### config.mk
export PLATFORM = sky130hd
export DESIGN_NAME = controller_hub_top
export DESIGN_NICKNAME = d
export VERILOG_FILES = /design/src/llapi_pkg.sv /design/src/controller_hub_top.sv /design/src/llapi_frame_in.sv /design/src/pad_remap_stage.sv /design/src/slot_assign_out.sv
export SDC_FILE = /design/constraint.sdc
export NUM_CORES = 1
export LEC_CHECK = 0
export ABC_AREA = 1
export BUFFER_PORTS_ARGS = -buffer_cell sky130_fd_sc_hd__buf_2
export CAP_MARGIN = 20
export CORE_AREA = 4 4 138 140
export DETAILED_ROUTE_END_ITERATION = 16
export DIE_AREA = 0 0 142 144
export PLACE_DENSITY = 0.9
export SYNTH_ARGS = -nofsm -noshare
export SYNTH_HDL_FRONTEND = slang
export SYNTH_SLANG_ARGS = --single-unit
### constraint.sdc
create_clock -name clk_sys -period 5.1 [get_ports clk_sys]
set_input_delay 0.51 -clock clk_sys [delete_from_list [all_inputs] [get_ports clk_sys]]
set_output_delay 0.51 -clock clk_sys [all_outputs]
set_load 0.03 [all_outputs]
### src/llapi_pkg.sv
// Widths, button indices, controller type codes, slot mode enum and frame structs
package llapi_pkg;

	////////////////////////////////////////////////////////////
	// Widths and counts
	////////////////////////////////////////////////////////////
	localparam int LLAPI_BUTTON_W = 32;
	localparam int LLAPI_TYPE_W   = 8;
	localparam int PAD_W          = 12;
	localparam int USB_PADS       = 5;
	localparam int PLAYER_SLOTS   = 5;

	// Controller types that report a six-button pad
	localparam logic [5:0][LLAPI_TYPE_W-1:0] SIX_BUTTON_TYPES = {
		8'd20, 8'd21, 8'd8, 8'd3, 8'd54, 8'd11
	};

	////////////////////////////////////////////////////////////
	// Bit positions inside a serial report
	////////////////////////////////////////////////////////////
	localparam int BTN_A     = 0;
	localparam int BTN_B     = 1;
	localparam int BTN_X     = 2;
	localparam int BTN_Y     = 3;
	localparam int BTN_MODE  = 4;
	localparam int BTN_START = 5;
	localparam int BTN_Z     = 6;
	localparam int BTN_C     = 7;

	// Up, down, left, right sit in 27..24
	localparam int DPAD_LSB      = 24;
	localparam int MENU_BTN_DPAD = 26;

	////////////////////////////////////////////////////////////
	// Bit positions inside a console pad word
	////////////////////////////////////////////////////////////
	localparam int PAD_Z     = 11;
	localparam int PAD_Y     = 10;
	localparam int PAD_X     = 9;
	localparam int PAD_MODE  = 8;
	localparam int PAD_START = 7;
	localparam int PAD_C     = 6;
	localparam int PAD_B     = 5;
	localparam int PAD_A     = 4;

	typedef logic [PAD_W-1:0] pad_t;

	// How the serial pads share the player slots
	typedef enum logic [1:0] {
		SLOTS_USB_ONLY,
		SLOTS_ONE_SERIAL,
		SLOTS_TWO_SERIAL
	} slot_mode_e;

	////////////////////////////////////////////////////////////
	// Frames along the pipeline
	////////////////////////////////////////////////////////////
	typedef struct packed {
		logic [LLAPI_BUTTON_W-1:0] buttons;
		logic [LLAPI_TYPE_W-1:0]   ctrl_type;
		logic                      enabled;
	} llapi_report_t;

	typedef struct packed {
		llapi_report_t          report_a;
		llapi_report_t          report_b;
		pad_t [USB_PADS-1:0]    usb;
	} poll_frame_t;

	typedef struct packed {
		poll_frame_t frame;
		logic        present_a;
		logic        present_b;
	} tracked_frame_t;

	typedef struct packed {
		pad_t                pad_a;
		pad_t                pad_b;
		logic                present_a;
		logic                present_b;
		pad_t [USB_PADS-1:0] usb;
		logic                menu_combo;
	} mapped_frame_t;

	typedef struct packed {
		pad_t [PLAYER_SLOTS-1:0] slot;
		logic                    menu_combo;
	} player_frame_t;

endpackage

### src/controller_hub_top.sv
// Top level: input, remap and slot stages of the player-controller path
`timescale 1ns/1ns

module controller_hub_top (
	input  logic                     clk_sys,
	input  logic                     reset,
	input  logic                     serial_select,
	input  llapi_pkg::poll_frame_t   in_frame,
	input  logic                     in_valid,
	output logic                     in_ready,
	output llapi_pkg::player_frame_t out_frame,
	output logic                     out_valid,
	input  logic                     out_ready
);

	// Input stage to remap stage
	llapi_pkg::tracked_frame_t trk_frame;
	logic                      trk_valid;
	logic                      trk_ready;

	// Remap stage to output stage
	llapi_pkg::mapped_frame_t map_frame;
	logic                     map_valid;
	logic                     map_ready;

	llapi_frame_in u_frame_in (
		.clk_sys       (clk_sys),
		.reset         (reset),
		.in_frame      (in_frame),
		.in_valid      (in_valid),
		.in_ready      (in_ready),
		.serial_select (serial_select),
		.trk_frame     (trk_frame),
		.trk_valid     (trk_valid),
		.trk_ready     (trk_ready)
	);

	pad_remap_stage u_remap (
		.clk_sys   (clk_sys),
		.reset     (reset),
		.trk_frame (trk_frame),
		.trk_valid (trk_valid),
		.trk_ready (trk_ready),
		.map_frame (map_frame),
		.map_valid (map_valid),
		.map_ready (map_ready)
	);

	slot_assign_out u_slots (
		.clk_sys   (clk_sys),
		.reset     (reset),
		.map_frame (map_frame),
		.map_valid (map_valid),
		.map_ready (map_ready),
		.out_frame (out_frame),
		.out_valid (out_valid),
		.out_ready (out_ready)
	);

endmodule

### src/llapi_frame_in.sv
// Input stage: poll frame register, per-port seen flags and presence decode
`timescale 1ns/1ns

module llapi_frame_in (
	input  logic                      clk_sys,
	input  logic                      reset,
	input  llapi_pkg::poll_frame_t    in_frame,
	input  logic                      in_valid,
	output logic                      in_ready,
	input  logic                      serial_select,
	output llapi_pkg::tracked_frame_t trk_frame,
	output logic                      trk_valid,
	input  logic                      trk_ready
);

	logic accept;
	logic seen_a;
	logic seen_b;
	logic seen_a_next;
	logic seen_b_next;
	logic present_a;
	logic present_b;

	// Type 0 means no controller or an Atari pad, so a button press is needed
	function automatic logic port_present(
		input llapi_pkg::llapi_report_t rpt,
		input logic                     seen_now,
		input logic                     sel
	);
		logic typed;
		typed = |rpt.ctrl_type;
		return sel && rpt.enabled && (typed || seen_now);
	endfunction

	// Register empty or drained this cycle
	assign in_ready = !trk_valid || trk_ready;
	assign accept   = in_valid && in_ready;

	// Buttons of the current frame already count
	assign seen_a_next = seen_a || (|in_frame.report_a.buttons);
	assign seen_b_next = seen_b || (|in_frame.report_b.buttons);

	assign present_a = port_present(in_frame.report_a, seen_a_next, serial_select);
	assign present_b = port_present(in_frame.report_b, seen_b_next, serial_select);

	////////////////////////////////////////////////////////////
	// Seen flags, sticky until reset
	////////////////////////////////////////////////////////////
	always_ff @(posedge clk_sys) begin
		if (reset) begin
			seen_a <= 1'b0;
			seen_b <= 1'b0;
		end else if (accept) begin
			seen_a <= seen_a_next;
			seen_b <= seen_b_next;
		end
	end

	////////////////////////////////////////////////////////////
	// Stage register
	////////////////////////////////////////////////////////////
	always_ff @(posedge clk_sys) begin
		if (reset) begin
			trk_valid <= 1'b0;
		end else if (in_ready) begin
			trk_valid <= in_valid;
		end
	end

	// Payload only moves on a transfer
	always_ff @(posedge clk_sys) begin
		if (accept) begin
			trk_frame.frame     <= in_frame;
			trk_frame.present_a <= present_a;
			trk_frame.present_b <= present_b;
		end
	end

endmodule

### src/pad_remap_stage.sv
// Remap stage: layout select by controller type, pad remap and menu combo detect
`timescale 1ns/1ns

module pad_remap_stage (
	input  logic                      clk_sys,
	input  logic                      reset,
	input  llapi_pkg::tracked_frame_t trk_frame,
	input  logic                      trk_valid,
	output logic                      trk_ready,
	output llapi_pkg::mapped_frame_t  map_frame,
	output logic                      map_valid,
	input  logic                      map_ready
);

	logic            accept;
	logic            six_a;
	logic            six_b;
	llapi_pkg::pad_t pad_a;
	llapi_pkg::pad_t pad_b;
	logic            menu_combo;

	// Match against the six-button type list
	function automatic logic is_six_button(input logic [llapi_pkg::LLAPI_TYPE_W-1:0] ctype);
		logic hit;
		hit = 1'b0;
		for (int i = 0; i < 6; i++) begin
			if (ctype == llapi_pkg::SIX_BUTTON_TYPES[i]) begin
				hit = 1'b1;
			end
		end
		return hit;
	endfunction

	// Report buttons to console pad word
	function automatic llapi_pkg::pad_t remap(
		input logic [llapi_pkg::LLAPI_BUTTON_W-1:0] btn,
		input logic                                 six
	);
		llapi_pkg::pad_t pad;
		pad = '0;
		pad[llapi_pkg::PAD_Z]     = btn[llapi_pkg::BTN_Z];
		pad[llapi_pkg::PAD_Y]     = btn[llapi_pkg::BTN_Y];
		pad[llapi_pkg::PAD_MODE]  = btn[llapi_pkg::BTN_MODE];
		pad[llapi_pkg::PAD_START] = btn[llapi_pkg::BTN_START];
		if (six) begin
			pad[llapi_pkg::PAD_X] = btn[llapi_pkg::BTN_X];
			pad[llapi_pkg::PAD_C] = btn[llapi_pkg::BTN_C];
			pad[llapi_pkg::PAD_B] = btn[llapi_pkg::BTN_B];
			pad[llapi_pkg::PAD_A] = btn[llapi_pkg::BTN_A];
		end else begin
			// Face buttons rotate on the other layout
			pad[llapi_pkg::PAD_X] = btn[llapi_pkg::BTN_C];
			pad[llapi_pkg::PAD_C] = btn[llapi_pkg::BTN_B];
			pad[llapi_pkg::PAD_B] = btn[llapi_pkg::BTN_A];
			pad[llapi_pkg::PAD_A] = btn[llapi_pkg::BTN_X];
		end
		pad[3:0] = btn[llapi_pkg::DPAD_LSB +: 4];
		return pad;
	endfunction

	// Down + start + A opens the menu
	function automatic logic combo_hit(input logic [llapi_pkg::LLAPI_BUTTON_W-1:0] btn);
		return btn[llapi_pkg::MENU_BTN_DPAD] && btn[llapi_pkg::BTN_START] &&
			btn[llapi_pkg::BTN_A];
	endfunction

	assign trk_ready = !map_valid || map_ready;
	assign accept    = trk_valid && trk_ready;

	assign six_a = is_six_button(trk_frame.frame.report_a.ctrl_type);
	assign six_b = is_six_button(trk_frame.frame.report_b.ctrl_type);
	assign pad_a = remap(trk_frame.frame.report_a.buttons, six_a);
	assign pad_b = remap(trk_frame.frame.report_b.buttons, six_b);

	// Raw buttons, presence ignored
	assign menu_combo = combo_hit(trk_frame.frame.report_a.buttons) ||
		combo_hit(trk_frame.frame.report_b.buttons);

	////////////////////////////////////////////////////////////
	// Stage register
	////////////////////////////////////////////////////////////
	always_ff @(posedge clk_sys) begin
		if (reset) begin
			map_valid <= 1'b0;
		end else if (trk_ready) begin
			map_valid <= trk_valid;
		end
	end

	always_ff @(posedge clk_sys) begin
		if (accept) begin
			map_frame.pad_a      <= pad_a;
			map_frame.pad_b      <= pad_b;
			map_frame.present_a  <= trk_frame.present_a;
			map_frame.present_b  <= trk_frame.present_b;
			map_frame.usb        <= trk_frame.frame.usb;
			map_frame.menu_combo <= menu_combo;
		end
	end

endmodule

### src/slot_assign_out.sv
// Output stage: slot mode decode, player slot assignment and output register
`timescale 1ns/1ns

module slot_assign_out (
	input  logic                     clk_sys,
	input  logic                     reset,
	input  llapi_pkg::mapped_frame_t map_frame,
	input  logic                     map_valid,
	output logic                     map_ready,
	output llapi_pkg::player_frame_t out_frame,
	output logic                     out_valid,
	input  logic                     out_ready
);

	logic                                     accept;
	llapi_pkg::slot_mode_e                    mode;
	llapi_pkg::pad_t [llapi_pkg::PLAYER_SLOTS-1:0] slot;

	assign map_ready = !out_valid || out_ready;
	assign accept    = map_valid && map_ready;

	always_comb begin
		case ({map_frame.present_a, map_frame.present_b})
			2'b11:   mode = llapi_pkg::SLOTS_TWO_SERIAL;
			2'b10,
			2'b01:   mode = llapi_pkg::SLOTS_ONE_SERIAL;
			default: mode = llapi_pkg::SLOTS_USB_ONLY;
		endcase
	end

	// Serial pads take the first slots, USB pads shift up
	always_comb begin
		slot = map_frame.usb;
		case (mode)
			llapi_pkg::SLOTS_TWO_SERIAL: begin
				slot[0] = map_frame.pad_a;
				slot[1] = map_frame.pad_b;
				for (int i = 2; i < llapi_pkg::PLAYER_SLOTS; i++) begin
					slot[i] = map_frame.usb[i-2];
				end
			end
			llapi_pkg::SLOTS_ONE_SERIAL: begin
				// usb0 fills whichever of the first two slots is free
				slot[0] = map_frame.present_a ? map_frame.pad_a : map_frame.usb[0];
				slot[1] = map_frame.present_b ? map_frame.pad_b : map_frame.usb[0];
				for (int i = 2; i < llapi_pkg::PLAYER_SLOTS; i++) begin
					slot[i] = map_frame.usb[i-1];
				end
			end
			default: begin
				slot = map_frame.usb;
			end
		endcase
	end

	////////////////////////////////////////////////////////////
	// Output register, held while out_ready is low
	////////////////////////////////////////////////////////////
	always_ff @(posedge clk_sys) begin
		if (reset) begin
			out_valid <= 1'b0;
		end else if (map_ready) begin
			out_valid <= map_valid;
		end
	end

	always_ff @(posedge clk_sys) begin
		if (accept) begin
			out_frame.slot       <= slot;
			out_frame.menu_combo <= map_frame.menu_combo;
		end
	end

endmodule

Word level (Yosys, flattened, before mapping)
Index checks and enable logic that the tools add are counted.

cells by class
  $add $sub $neg = 0
  multipliers = 0
  divide/modulo/power cells = 0
  magnitude comparators = 0
  equality and inequality tests = 17
  shifts and indexed selects = 0
  mux-type cells = 20
  bitwise gates (word level) = 0
  reduce and logical (&&, ||, !) cells = 27

operators with widths
  operator                                       count
  case mux 60 bit (2 select lines)               1
  OR reduction 32 bit                            2
  == test 8 x 4 -> 1 bit, second input constant  4
  == test 8 x 5 -> 1 bit, second input constant  4
  two-way mux 12 bit                             2
  == test 8 x 2 -> 1 bit, second input constant  2
  == test 8 x 6 -> 1 bit, second input constant  2
  OR reduction 8 bit                             2
  two-way mux 1 bit                              14
  logical AND 1 bit                              11
  logical OR 1 bit                               8
  == test 2 bit, second input constant           3
  two-way mux 3 bit                              2
  == test 2 x 1 -> 1 bit, second input constant  2
  case mux 2 bit (2 select lines)                1
  zero test 1 bit                                3
  OR reduction 2 bit                             1

word-level totals
  register bits = 287
  bits in latches = 0
  RAM bits = 0
  bits in read-only memories = 0
  input port bits = 147
  output and inout port bits = 63
  word-level logic and storage cells = 96
  memories = 0

Logic depth before layout (Yosys ltp)
Gate-level depths: netlist of the first run.

  depth after elaboration = 8
  gate-level depth with buffers = 8
  depth with buffers taken out = 8

Cells and area by module
A second synthesis of the first run with hierarchy kept.

unflattened totals
  cell total of the unflattened synthesis = 784
  area total of the unflattened synthesis = 11039.3 sq um

by module, submodules not included
  module           times used  cells an instance  area an instance (sq um)  sequential area each (sq um)
  llapi_frame_in   1           234                4732.0                    4384.2
  slot_assign_out  1           388                3324.4                    1851.8
  pad_remap_stage  1           162                2982.9                    2632.5

Worst setup path before layout of the first run
No wires, ideal clock.

  path type = input-to-reg
  start = input port out_ready
  end = register, netlist name u_slots.out_frame[0]
  setup time = 500 ps
  arrival time = 3500 ps
  data required time = 4600 ps
  slack = 1100 ps
  stages on the path = 2
  path buffers = 0
  cells stage by stage = inv_1 a21oi_1

on the way
  longest elaborated chain between the ends = 2

RTL lines
  what                      RTL line                  text
  start, declared           controller_hub_top.sv:13  input logic out_ready
  logical OR 1 bit          slot_assign_out.sv:19     assign map_ready = !out_valid || out_ready;
  logical AND 1 bit         slot_assign_out.sv:20     assign accept = map_valid && map_ready;
  named net u_slots.accept  slot_assign_out.sv:15     logic accept;

The timed path passes the listed nets, and every way through them passes these cells.
A chain may end at the register's enable or synchronous reset.

==> impl_metrics.tcl, run 1 <==
set metrics [dict create \
    cp.arrival_ns 3.43 \
    yosysUniqueCellTypes 22 \
    critical_path.slowest_cell "ha_2" \
    layout.nets 1048 \
    path_cells "inv_1 -> ha_2 -> inv_2 -> nor2_1 -> a21oi_1" \
    rsz0062_at_grt "no" \
    final_core_util_pct 65.1 \
    clk_latency_ns 0.51 \
    peakVddDrop_v 0.000274 \
    routed_wl_mm 20.9 \
    die_x_um 142 \
    coreArea_sq_mm 0.0178 \
    htree_num_levels 1 \
    yosysWarningCount 0 \
    cp-end-kind "flop" \
    fin_ws_ns 1.93 \
    required_ns 5.36 \
    syn2layout_area_growth_pct 21.9 \
    cts-buffers-inserted 26 \
    gp_congestion 0.845 \
    yosysSeqAreaShare_pct 79.9 \
    antenna_left 0 \
    slew_headroom_pct 32.2 \
    clock-sinks 255 \
    fin_crit_sh_pct 62.2 \
    clockBufferDepth 3 \
    routed_via_density 5.34 \
    drive_above_1_share_pct 29.2 \
    tns_ns 0 \
    finClkSkew_ns 0.00814 \
    synth_area_sq_mm 0.00953 \
    die_y_um 144 \
    grt_first_pass_wirelength_mm 31.0 \
    cpPeakStageDelay_ns 1.00 \
    ys_seq_elements 255 \
    pre_cts_ws_ns 2.01 \
    antenna_found_initial 0 \
    drc 0 \
    wl_per_cell_um 18.2 \
    numPortBuffers 209 \
    pin_count 210 \
    dr.pass1.iters 6 \
    timing.fmax_mhz 315 \
    grt-ovfl-total 0 \
    maxCapViolCount 0 \
    vias 6131 \
    hold_path.class "in2reg" \
    cp-start-kind "flop" \
    postCtsHoldBufs 0 \
    clock_tree.root_cell "clkbuf_16" \
    grt_pass1_vias 5936 \
    track_usage_pct 19.8 \
    power_density_mw_per_mm2 391 \
    status "completed" \
    start_util_pct 53.4 \
    power.leakage_nw 4.41 \
    syn_nets 832 \
    final-hold-violation-count 0 \
    clk_pin_slew_ns 0.06 \
    layout_min_cycle_time_ns 3.17 \
    critical_path.max_fanout 50 \
    tightest_slew_ns 1.02 \
    syn_inst 683 \
    critPathBufInv 2 \
    die-area_sq_mm 0.0204 \
    grt_max_degree 63 \
    tritoncts "yes" \
    path_class "reg2reg" \
    crit_family "buffers and inverters" \
    cts_resized 0 \
    avgSynthCellArea_sq_um 13.9 \
    setup-violations-final 0 \
    cts_setup_buffers 0 \
    dpl.hpwl_mm 14.6 \
    rows 49 \
    drt_iter0_markers 530 \
    slew_violations 0 \
]
final timing paths:
check	end	cells after the start	slack [ns]	startpoint
setup reg to reg	u_slots.out_frame[30]	5	1.93	u_remap.map_frame[61]
hold / removal	u_frame_in.trk_frame[52]	1	0.17	in_frame[50]
setup / recovery	u_slots.out_frame[30]	5	1.93	u_remap.map_frame[61]
hold reg to reg	u_remap.map_frame[35]	0	0.42	u_frame_in.trk_frame[36]
where the power goes:
group          switching [mW]  internal, mW
logic                   0.183        0.0953
registers              0.0447          2.42
clock network           0.738          1.06
total                   0.965          3.58
placed cells by master (no fill, tap or decap), types with 2 or more instances in the layout:
| cell type | count |
|---|---|
| nor2_1 | 102 |
| ha_2 | 2 |
| edfxtp_1 | 250 |
| clkinvlp_4 | 3 |
| bufinv_16 | 2 |
| a21oi_1 | 117 |
| clkbuf_16 | 27 |
| dfxtp_1 | 5 |
| o21ai_0 | 27 |
| nand2_1 | 99 |
| o21ai_1 | 2 |
| clkinv_2 | 7 |
| inv_1 | 23 |
| clkbuf_1 | 4 |
| clkinv_1 | 5 |
| buf_2 | 209 |
| buf_4 | 3 |
| nand3_1 | 12 |
| nor4_1 | 2 |
| inv_2 | 3 |
| nand2_2 | 6 |
metal layers:
layer / up-vias / wire length (um) / GRT usage [%]
met1: 2898 / 7580 / 24.4
met5: - / 0 / 0
met2: 300 / 10900 / 35.1
met3: 46 / 1770 / 3.60
met4: 0 / 647 / 7.37
li1: 2887 / - / -
state kept, by name (all words and copies together) (netlist names):
| signal | flops |
|---|---|
| u_frame_in.seen_b | 1 |
| u_slots.out_frame | 61 |
| u_slots.out_valid | 1 |
| u_remap.map_valid | 1 |
| u_remap.map_frame | 87 |
| u_frame_in.trk_frame | 102 |
| u_frame_in.seen_a | 1 |
| u_frame_in.trk_valid | 1 |
layout make-up:
class                           instances  area (sq um)
Timing Repair Buffer                  212          1070
Inverter                               28           109
Multi-Input combinational cell        376          1720
Antenna cell                            1          2.50
Clock inverter                         16           131
Tap cell                              229           287
Fill cell                            1242          6230
Clock buffer                           31           691
Sequential cell                       255          7610
synthesized netlist by cell type:
master    count  share of area (%)
a211oi_4      1               0.21
a21boi_1      1              0.079
a21oi_1     118                6.2
buf_2        15               0.79
buf_4         1              0.079
clkbuf_1      8               0.32
dfxtp_1       5                1.1
edfxtp_1    250                 79
ha_1          2               0.26
inv_1        24               0.95
inv_2         4               0.16
nand2_1      99                3.9
nand2_2       6               0.39
nand3_1      12               0.63
nor2_1      102                4.0
nor2_4        1               0.12
nor3_4        1               0.17
nor4_1        2               0.13
o211ai_1      1              0.079
o211ai_2      1               0.13
o21ai_0      27                1.4
o21ai_1       2               0.11
logic make-up after synthesis:
| group | share of synthesized area (%) |
|---|---|
| buffers and inverters | 2.29 |
| AO/OA/AOI/OAI | 8.22 |
| AND/OR/NAND/NOR | 9.37 |
| adder cells (fa/ha/maj) | 0.263 |
| flip-flops | 79.9 |
stage by stage:
stage | std cells | hold WS, ns | area [sq um] | total power [mW]
global placement | 1100 | 0.401 | 10800 | 2.77
global route | 1147 | 0.145 | 11600 | 4.71
CTS | 1147 | 0.146 | 11600 | 4.58
finish | 1148 | 0.166 | 11600 | 4.55
floorplan | 683 | 0.400 | 9530 | 2.66
detailed placement | 1100 | 0.405 | 10800 | 2.79
Power figures use the tool's default switching activity.
==> run 2: changes to the inputs <==
--- a/config.mk
+++ b/config.mk
@@ -8,10 +8,10 @@
 export ABC_AREA = 1
 export BUFFER_PORTS_ARGS = -buffer_cell sky130_fd_sc_hd__buf_2
 export CAP_MARGIN = 20
-export CORE_AREA = 4 4 138 140
+export CORE_AREA = 4 4 145 147
 export DETAILED_ROUTE_END_ITERATION = 16
-export DIE_AREA = 0 0 142 144
-export PLACE_DENSITY = 0.9
+export DIE_AREA = 0 0 149 151
+export PLACE_DENSITY = 0.86
 export SYNTH_ARGS = -nofsm -noshare
 export SYNTH_HDL_FRONTEND = slang
 export SYNTH_SLANG_ARGS = --single-unit
==> constraint.sdc (replaced) <==
create_clock -name clk_sys -period 2.61 [get_ports clk_sys]
set_input_delay 0.261 -clock clk_sys [delete_from_list [all_inputs] [get_ports clk_sys]]
set_output_delay 0.261 -clock clk_sys [all_outputs]
set_load 0.03 [all_outputs]
==> run 2 against run 1 <==
Net effect: critical path depth increased by 1; sequential share of layout area decreased by 5.7 points; worst setup slack got worse by 1.7 ns; via count increased by 8.1%; power increased by 97%; die area increased by 10%; non-clock buffer count increased by 106; cell count increased by 13%; critical endpoint is now u_slots.out_frame[16]; highest routed layer unchanged.
==> impl_metrics.tcl, run 2 (synthesis results as in run 1) <==
set metrics [dict create \
    rsz0062_at_grt "no" \
    drive_above_1_share_pct 26.3 \
    cpPeakStageDelay_ns 0.84 \
    tightest_slew_ns 1.02 \
    postCtsHoldBufs 101 \
    reg_top3 "u_frame_in.trk_frame: 102 flops, u_remap.map_frame: 87 flops, u_slots.out_frame: 61 flops" \
    coreArea_sq_mm 0.0199 \
    slew_violations 0 \
    clock-sinks 255 \
    critical_path.max_fanout 38 \
    status "completed" \
    clock_tree.root_cell "clkbuf_16" \
    dpl.hpwl_mm 14.9 \
    final_common_cell "edfxtp_1" \
    cts-buffers-inserted 24 \
    syn2layout_area_growth_pct 33.6 \
    track_usage_pct 20.1 \
    layout_min_cycle_time_ns 2.40 \
    routed_wl_mm 23.4 \
    cp-end-kind "flop" \
    die-area_sq_mm 0.0225 \
    regMostFlops "u_frame_in.trk_frame" \
    tritoncts "yes" \
    wl_per_cell_um 18.1 \
    start_util_pct 47.8 \
    largest_reg_flops 102 \
    vias 6628 \
    timing.hold.worst_path_depth 4 \
    combPwrFrac_pct 7.8 \
    power_density_mw_per_mm2 702 \
    drc 0 \
    layout.nets 1152 \
    maxCapViolCount 0 \
    final_cell_mix "edfxtp_1, buf_2, a21oi_1" \
    fin_crit_sh_pct 92.0 \
    path_cells "inv_1 -> ha_2 -> inv_1 -> a21oi_1 -> o21ai_0 -> a21oi_1" \
    grt_first_pass_wirelength_mm 34.8 \
    seq_power_share_pct 53.8 \
    die_x_um 149 \
    grt_pass1_vias 6680 \
    hold_path.class "in2reg" \
    critical_path.slowest_cell "ha_2" \
    clk_pin_slew_ns 0.06 \
    clkPwrFrac_pct 38.4 \
    power.leakage_nw 4.86 \
    die_y_um 151 \
    tns_ns 0 \
    antenna_found_initial 1 \
    final-hold-violation-count 0 \
    dr.pass1.iters 7 \
    fillers 1405 \
    grt-ovfl-total 0 \
    cp.arrival_ns 2.75 \
    cts_resized 0 \
    drt_iter0_markers 459 \
    numPortBuffers 209 \
    clk_latency_ns 0.51 \
    required_ns 2.96 \
    routed_via_density 5.13 \
    finClkSkew_ns 0.00753 \
    cts_setup_buffers 0 \
    intPower_mw 7.06 \
    htree_num_levels 1 \
    pin_count 210 \
    switching_share_pct 21.0 \
    gp_congestion 0.821 \
    rows 52 \
    slew_headroom_pct 31.8 \
    cp-start-kind "flop" \
    switchingPower_mw 1.88 \
    clockBufferDepth 3 \
    setup-violations-final 0 \
    timing.fmax_mhz 416 \
    reg2regPathDepth 6 \
    peakVddDrop_v 0.000437 \
    path_class "reg2reg" \
    antenna_left 0 \
    grt_max_degree 88 \
    final_core_util_pct 63.9 \
]
run 2: critical path: cells and delay by family (launching register included):
kind            cells  cell delay, ns
compound gates      3            0.50
fa+ha+maj           1            0.84
buf+inv             2            0.50
flops               1            0.41
run 2: path summary, 6_finish.rpt:
| kind | slack, ns | start | end |
|---|---|---|---|
| worst max-delay path | 0.21 | u_remap.map_frame[61] | u_slots.out_frame[16] |
| worst min-delay path | 0.08 | out_ready | u_slots.out_valid |
| worst max register to register | 0.21 | u_remap.map_frame[61] | u_slots.out_frame[16] |
| worst min register to register | 0.41 | u_frame_in.trk_frame[115] | u_remap.map_frame[85] |
run 2: final cells by class:
| type | count | area, sq um | share of cell area [%] |
|---|---|---|---|
| diodes | 1 | 2.50 | 0.0197 |
| flip-flops and latches | 255 | 7610 | 59.8 |
| clock inverters | 17 | 153 | 1.20 |
| well taps | 270 | 338 | 2.65 |
| inverters | 28 | 111 | 0.875 |
| multi-input cells | 376 | 1720 | 13.5 |
| repair buffers | 318 | 2170 | 17.0 |
| clock buffers | 27 | 633 | 4.97 |
run 2: per-layer routing:
metal | wire length, um | global-route usage (%) | vias up
met5 | 0 | 0 | -
met4 | 1410 | 11.7 | 0
met3 | 1700 | 3.77 | 97
met2 | 11700 | 34.4 | 338
met1 | 8560 | 24.0 | 3100
li1 | - | - | 3093
run 2: power by group through the flow:
stage                     logic [mW]  registers [mW]  clock network [mW]
after floorplan                0.250            4.94                   0
final                          0.698            4.81                3.43
after global routing           0.756            4.82                3.66
after detailed placement       0.562            4.90                   0
after CTS                      0.682            4.81                3.47
after global placement         0.541            4.89                   0
run 2: per-stage QoR:
stage,hold slack (ns),setup slack (ns),std cells,total power [mW],area [sq um]
floorplan,0.330,0.0304,683,5.19,9530
global placement,0.401,0.453,1146,5.43,10900
detailed placement,0.405,0.285,1146,5.46,10900
CTS,0.0684,0.270,1291,8.96,12700
global route,0.0954,0.0481,1292,9.24,12700
finish,0.0788,0.208,1292,8.94,12700
==> run 3: changes to the inputs <==
--- a/config.mk
+++ b/config.mk
@@ -12,6 +12,7 @@
 export DETAILED_ROUTE_END_ITERATION = 16
 export DIE_AREA = 0 0 149 151
 export PLACE_DENSITY = 0.86
+export RECOVER_POWER = 50
 export SYNTH_ARGS = -nofsm -noshare
 export SYNTH_HDL_FRONTEND = slang
 export SYNTH_SLANG_ARGS = --single-unit
==> run 3 against run 2 <==
Net effect: the flow now finishes with violations (max-capacitance violations, max-slew violations); clock skew increased by 0.0016 ns; sequential power about the same; global-route usage unchanged; core utilization decreased by 0.56 points; routed wire length about the same; sequential cell count unchanged; worst setup slack improved by 0.0084 ns; cell count unchanged; first-iteration DRC count increased by 6.1%.
==> impl_metrics.tcl, run 3 (synthesis results as in run 1) <==
set metrics [dict create \
    rsz0062_at_grt "no" \
    setup.worst_path.start "u_remap.map_frame[61]" \
    critPathBufInv 2 \
    cpPeakStageDelay_ns 0.83 \
    die-area_sq_mm 0.0225 \
    layout_min_cycle_time_ns 2.39 \
    slew_violations 62 \
    holdWs_ns 0.0806 \
    final-hold-violation-count 0 \
    finalNonFillerCells 1292 \
    syn2layout_area_growth_pct 32.5 \
    crit_family "adder cells" \
    reg2reg_from "u_remap.map_frame[61]" \
    clockBufferDepth 3 \
    power_density_mw_per_mm2 707 \
    path_cells "inv_1 -> ha_2 -> inv_1 -> a21oi_1 -> o21ai_0 -> a21oi_1" \
    fin_crit_sh_pct 91.7 \
    layout.nets 1152 \
    cp.arrival_ns 2.73 \
    drive_above_1_share_pct 18.8 \
    routed_wl_mm 23.4 \
    power_mw 8.92 \
    tritoncts "yes" \
    track_usage_pct 20.1 \
    coreArea_sq_mm 0.0199 \
    pin_count 210 \
    power.leakage_nw 4.64 \
    numPortBuffers 209 \
    final_common_cell "edfxtp_1" \
    tightest_slew_ns 1.58 \
    cts_setup_buffers 0 \
    critical_path.max_fanout 38 \
    hp-start "out_ready" \
    dpl.hpwl_mm 14.9 \
    required_ns 2.95 \
    hold_path.class "in2reg" \
    clk_latency_ns 0.50 \
    regMostFlops "u_frame_in.trk_frame" \
    clock-sinks 255 \
    die_y_um 151 \
    routed_via_density 5.19 \
    rows 52 \
    antenna_found_initial 1 \
    vias 6700 \
    fin_area_sq_mm 0.0126 \
    finClkSkew_ns 0.00917 \
    wl_per_cell_um 18.1 \
    reg_top3 "u_frame_in.trk_frame: 102 flops, u_remap.map_frame: 87 flops, u_slots.out_frame: 61 flops" \
    final_core_util_pct 63.4 \
    peakVddDrop_v 0.000436 \
    grt_max_degree 88 \
    fin_ws_ns 0.217 \
    pre_cts_ws_ns 0.285 \
    die_x_um 149 \
    violations "max-capacitance violations, max-slew violations" \
    grt-ovfl-total 0 \
    clock_tree.root_cell "clkbuf_16" \
    drt_iter0_markers 487 \
    maxCapViolCount 1 \
    r2r_slack_ns 0.22 \
    cp-start-kind "flop" \
    r2r-end "u_slots.out_frame[16]" \
    setup-violations-final 0 \
    critical_path.slowest_cell "ha_2" \
    htree_num_levels 1 \
    start_util_pct 47.8 \
    whs_endpoint "u_slots.out_valid" \
    tns_ns 0 \
    postCtsHoldBufs 101 \
    numPlacedInstances 1146 \
    place_area_sq_mm 0.0109 \
    grt_first_pass_wirelength_mm 34.8 \
    final_cell_mix "edfxtp_1, buf_2, a21oi_1" \
    clk_pin_slew_ns 0.06 \
    path_class "reg2reg" \
    reg2regPathDepth 6 \
    timing.fmax_mhz 418 \
    timing.hold.worst_path_depth 4 \
    largest_reg_flops 102 \
    grt_pass1_vias 6680 \
    cp-end-kind "flop" \
    status "complete, but fails checks" \
    dr.pass1.iters 7 \
    gp_congestion 0.821 \
    drc 0 \
    slew_headroom_pct -5.40 \
    antenna_left 0 \
    cts-buffers-inserted 24 \
    cts_resized 0 \
]
## run 3: per-layer routing
metal | share of wire, % | wire [um] | track usage [%]
met5 | 0 | 0 | 0
met4 | 6.0 | 1410 | 11.7
met3 | 7.4 | 1730 | 3.77
met2 | 50 | 11700 | 34.4
met1 | 37 | 8550 | 24.0
## run 3: where the power goes
group / leakage (nW) / total, mW / switching (mW) / internal [mW]
clock: 0.385 / 3.42 / 1.39 / 2.03
combinational: 1.83 / 0.682 / 0.402 / 0.280
sequential: 2.42 / 4.81 / 0.0828 / 4.73
total: 4.64 / 8.92 / 1.87 / 7.04
## run 3: worst max-delay path by stage
stage / endpoint / depth (start not counted) / slack, ns
floorplan: u_remap.map_frame[0] / 5 / 0.03
global placement: u_slots.out_frame[17] / 6 / 0.45
detailed placement: u_slots.out_frame[16] / 6 / 0.28
CTS: u_slots.out_frame[16] / 6 / 0.27
global route: u_slots.out_frame[20] / 6 / 0.05
finish: u_slots.out_frame[16] / 6 / 0.22
## run 3: area by class of cell
cell class	count	area (sq um)
diodes	1	2.50
clock buffers	27	633
clock inverters	17	153
fillers	1463	7290
inverters	28	111
multi-input cells	376	1720
flip-flops and latches	255	7610
well taps	270	338
repair buffers	318	2060
## run 3: worst register-to-register path, stage by stage (launching register included)
cell and delay (ns):
edfxtp_1 0.40, inv_1 0.08, ha_2 0.83, inv_1 0.42, a21oi_1 0.23, o21ai_0 0.11
a21oi_1 0.16
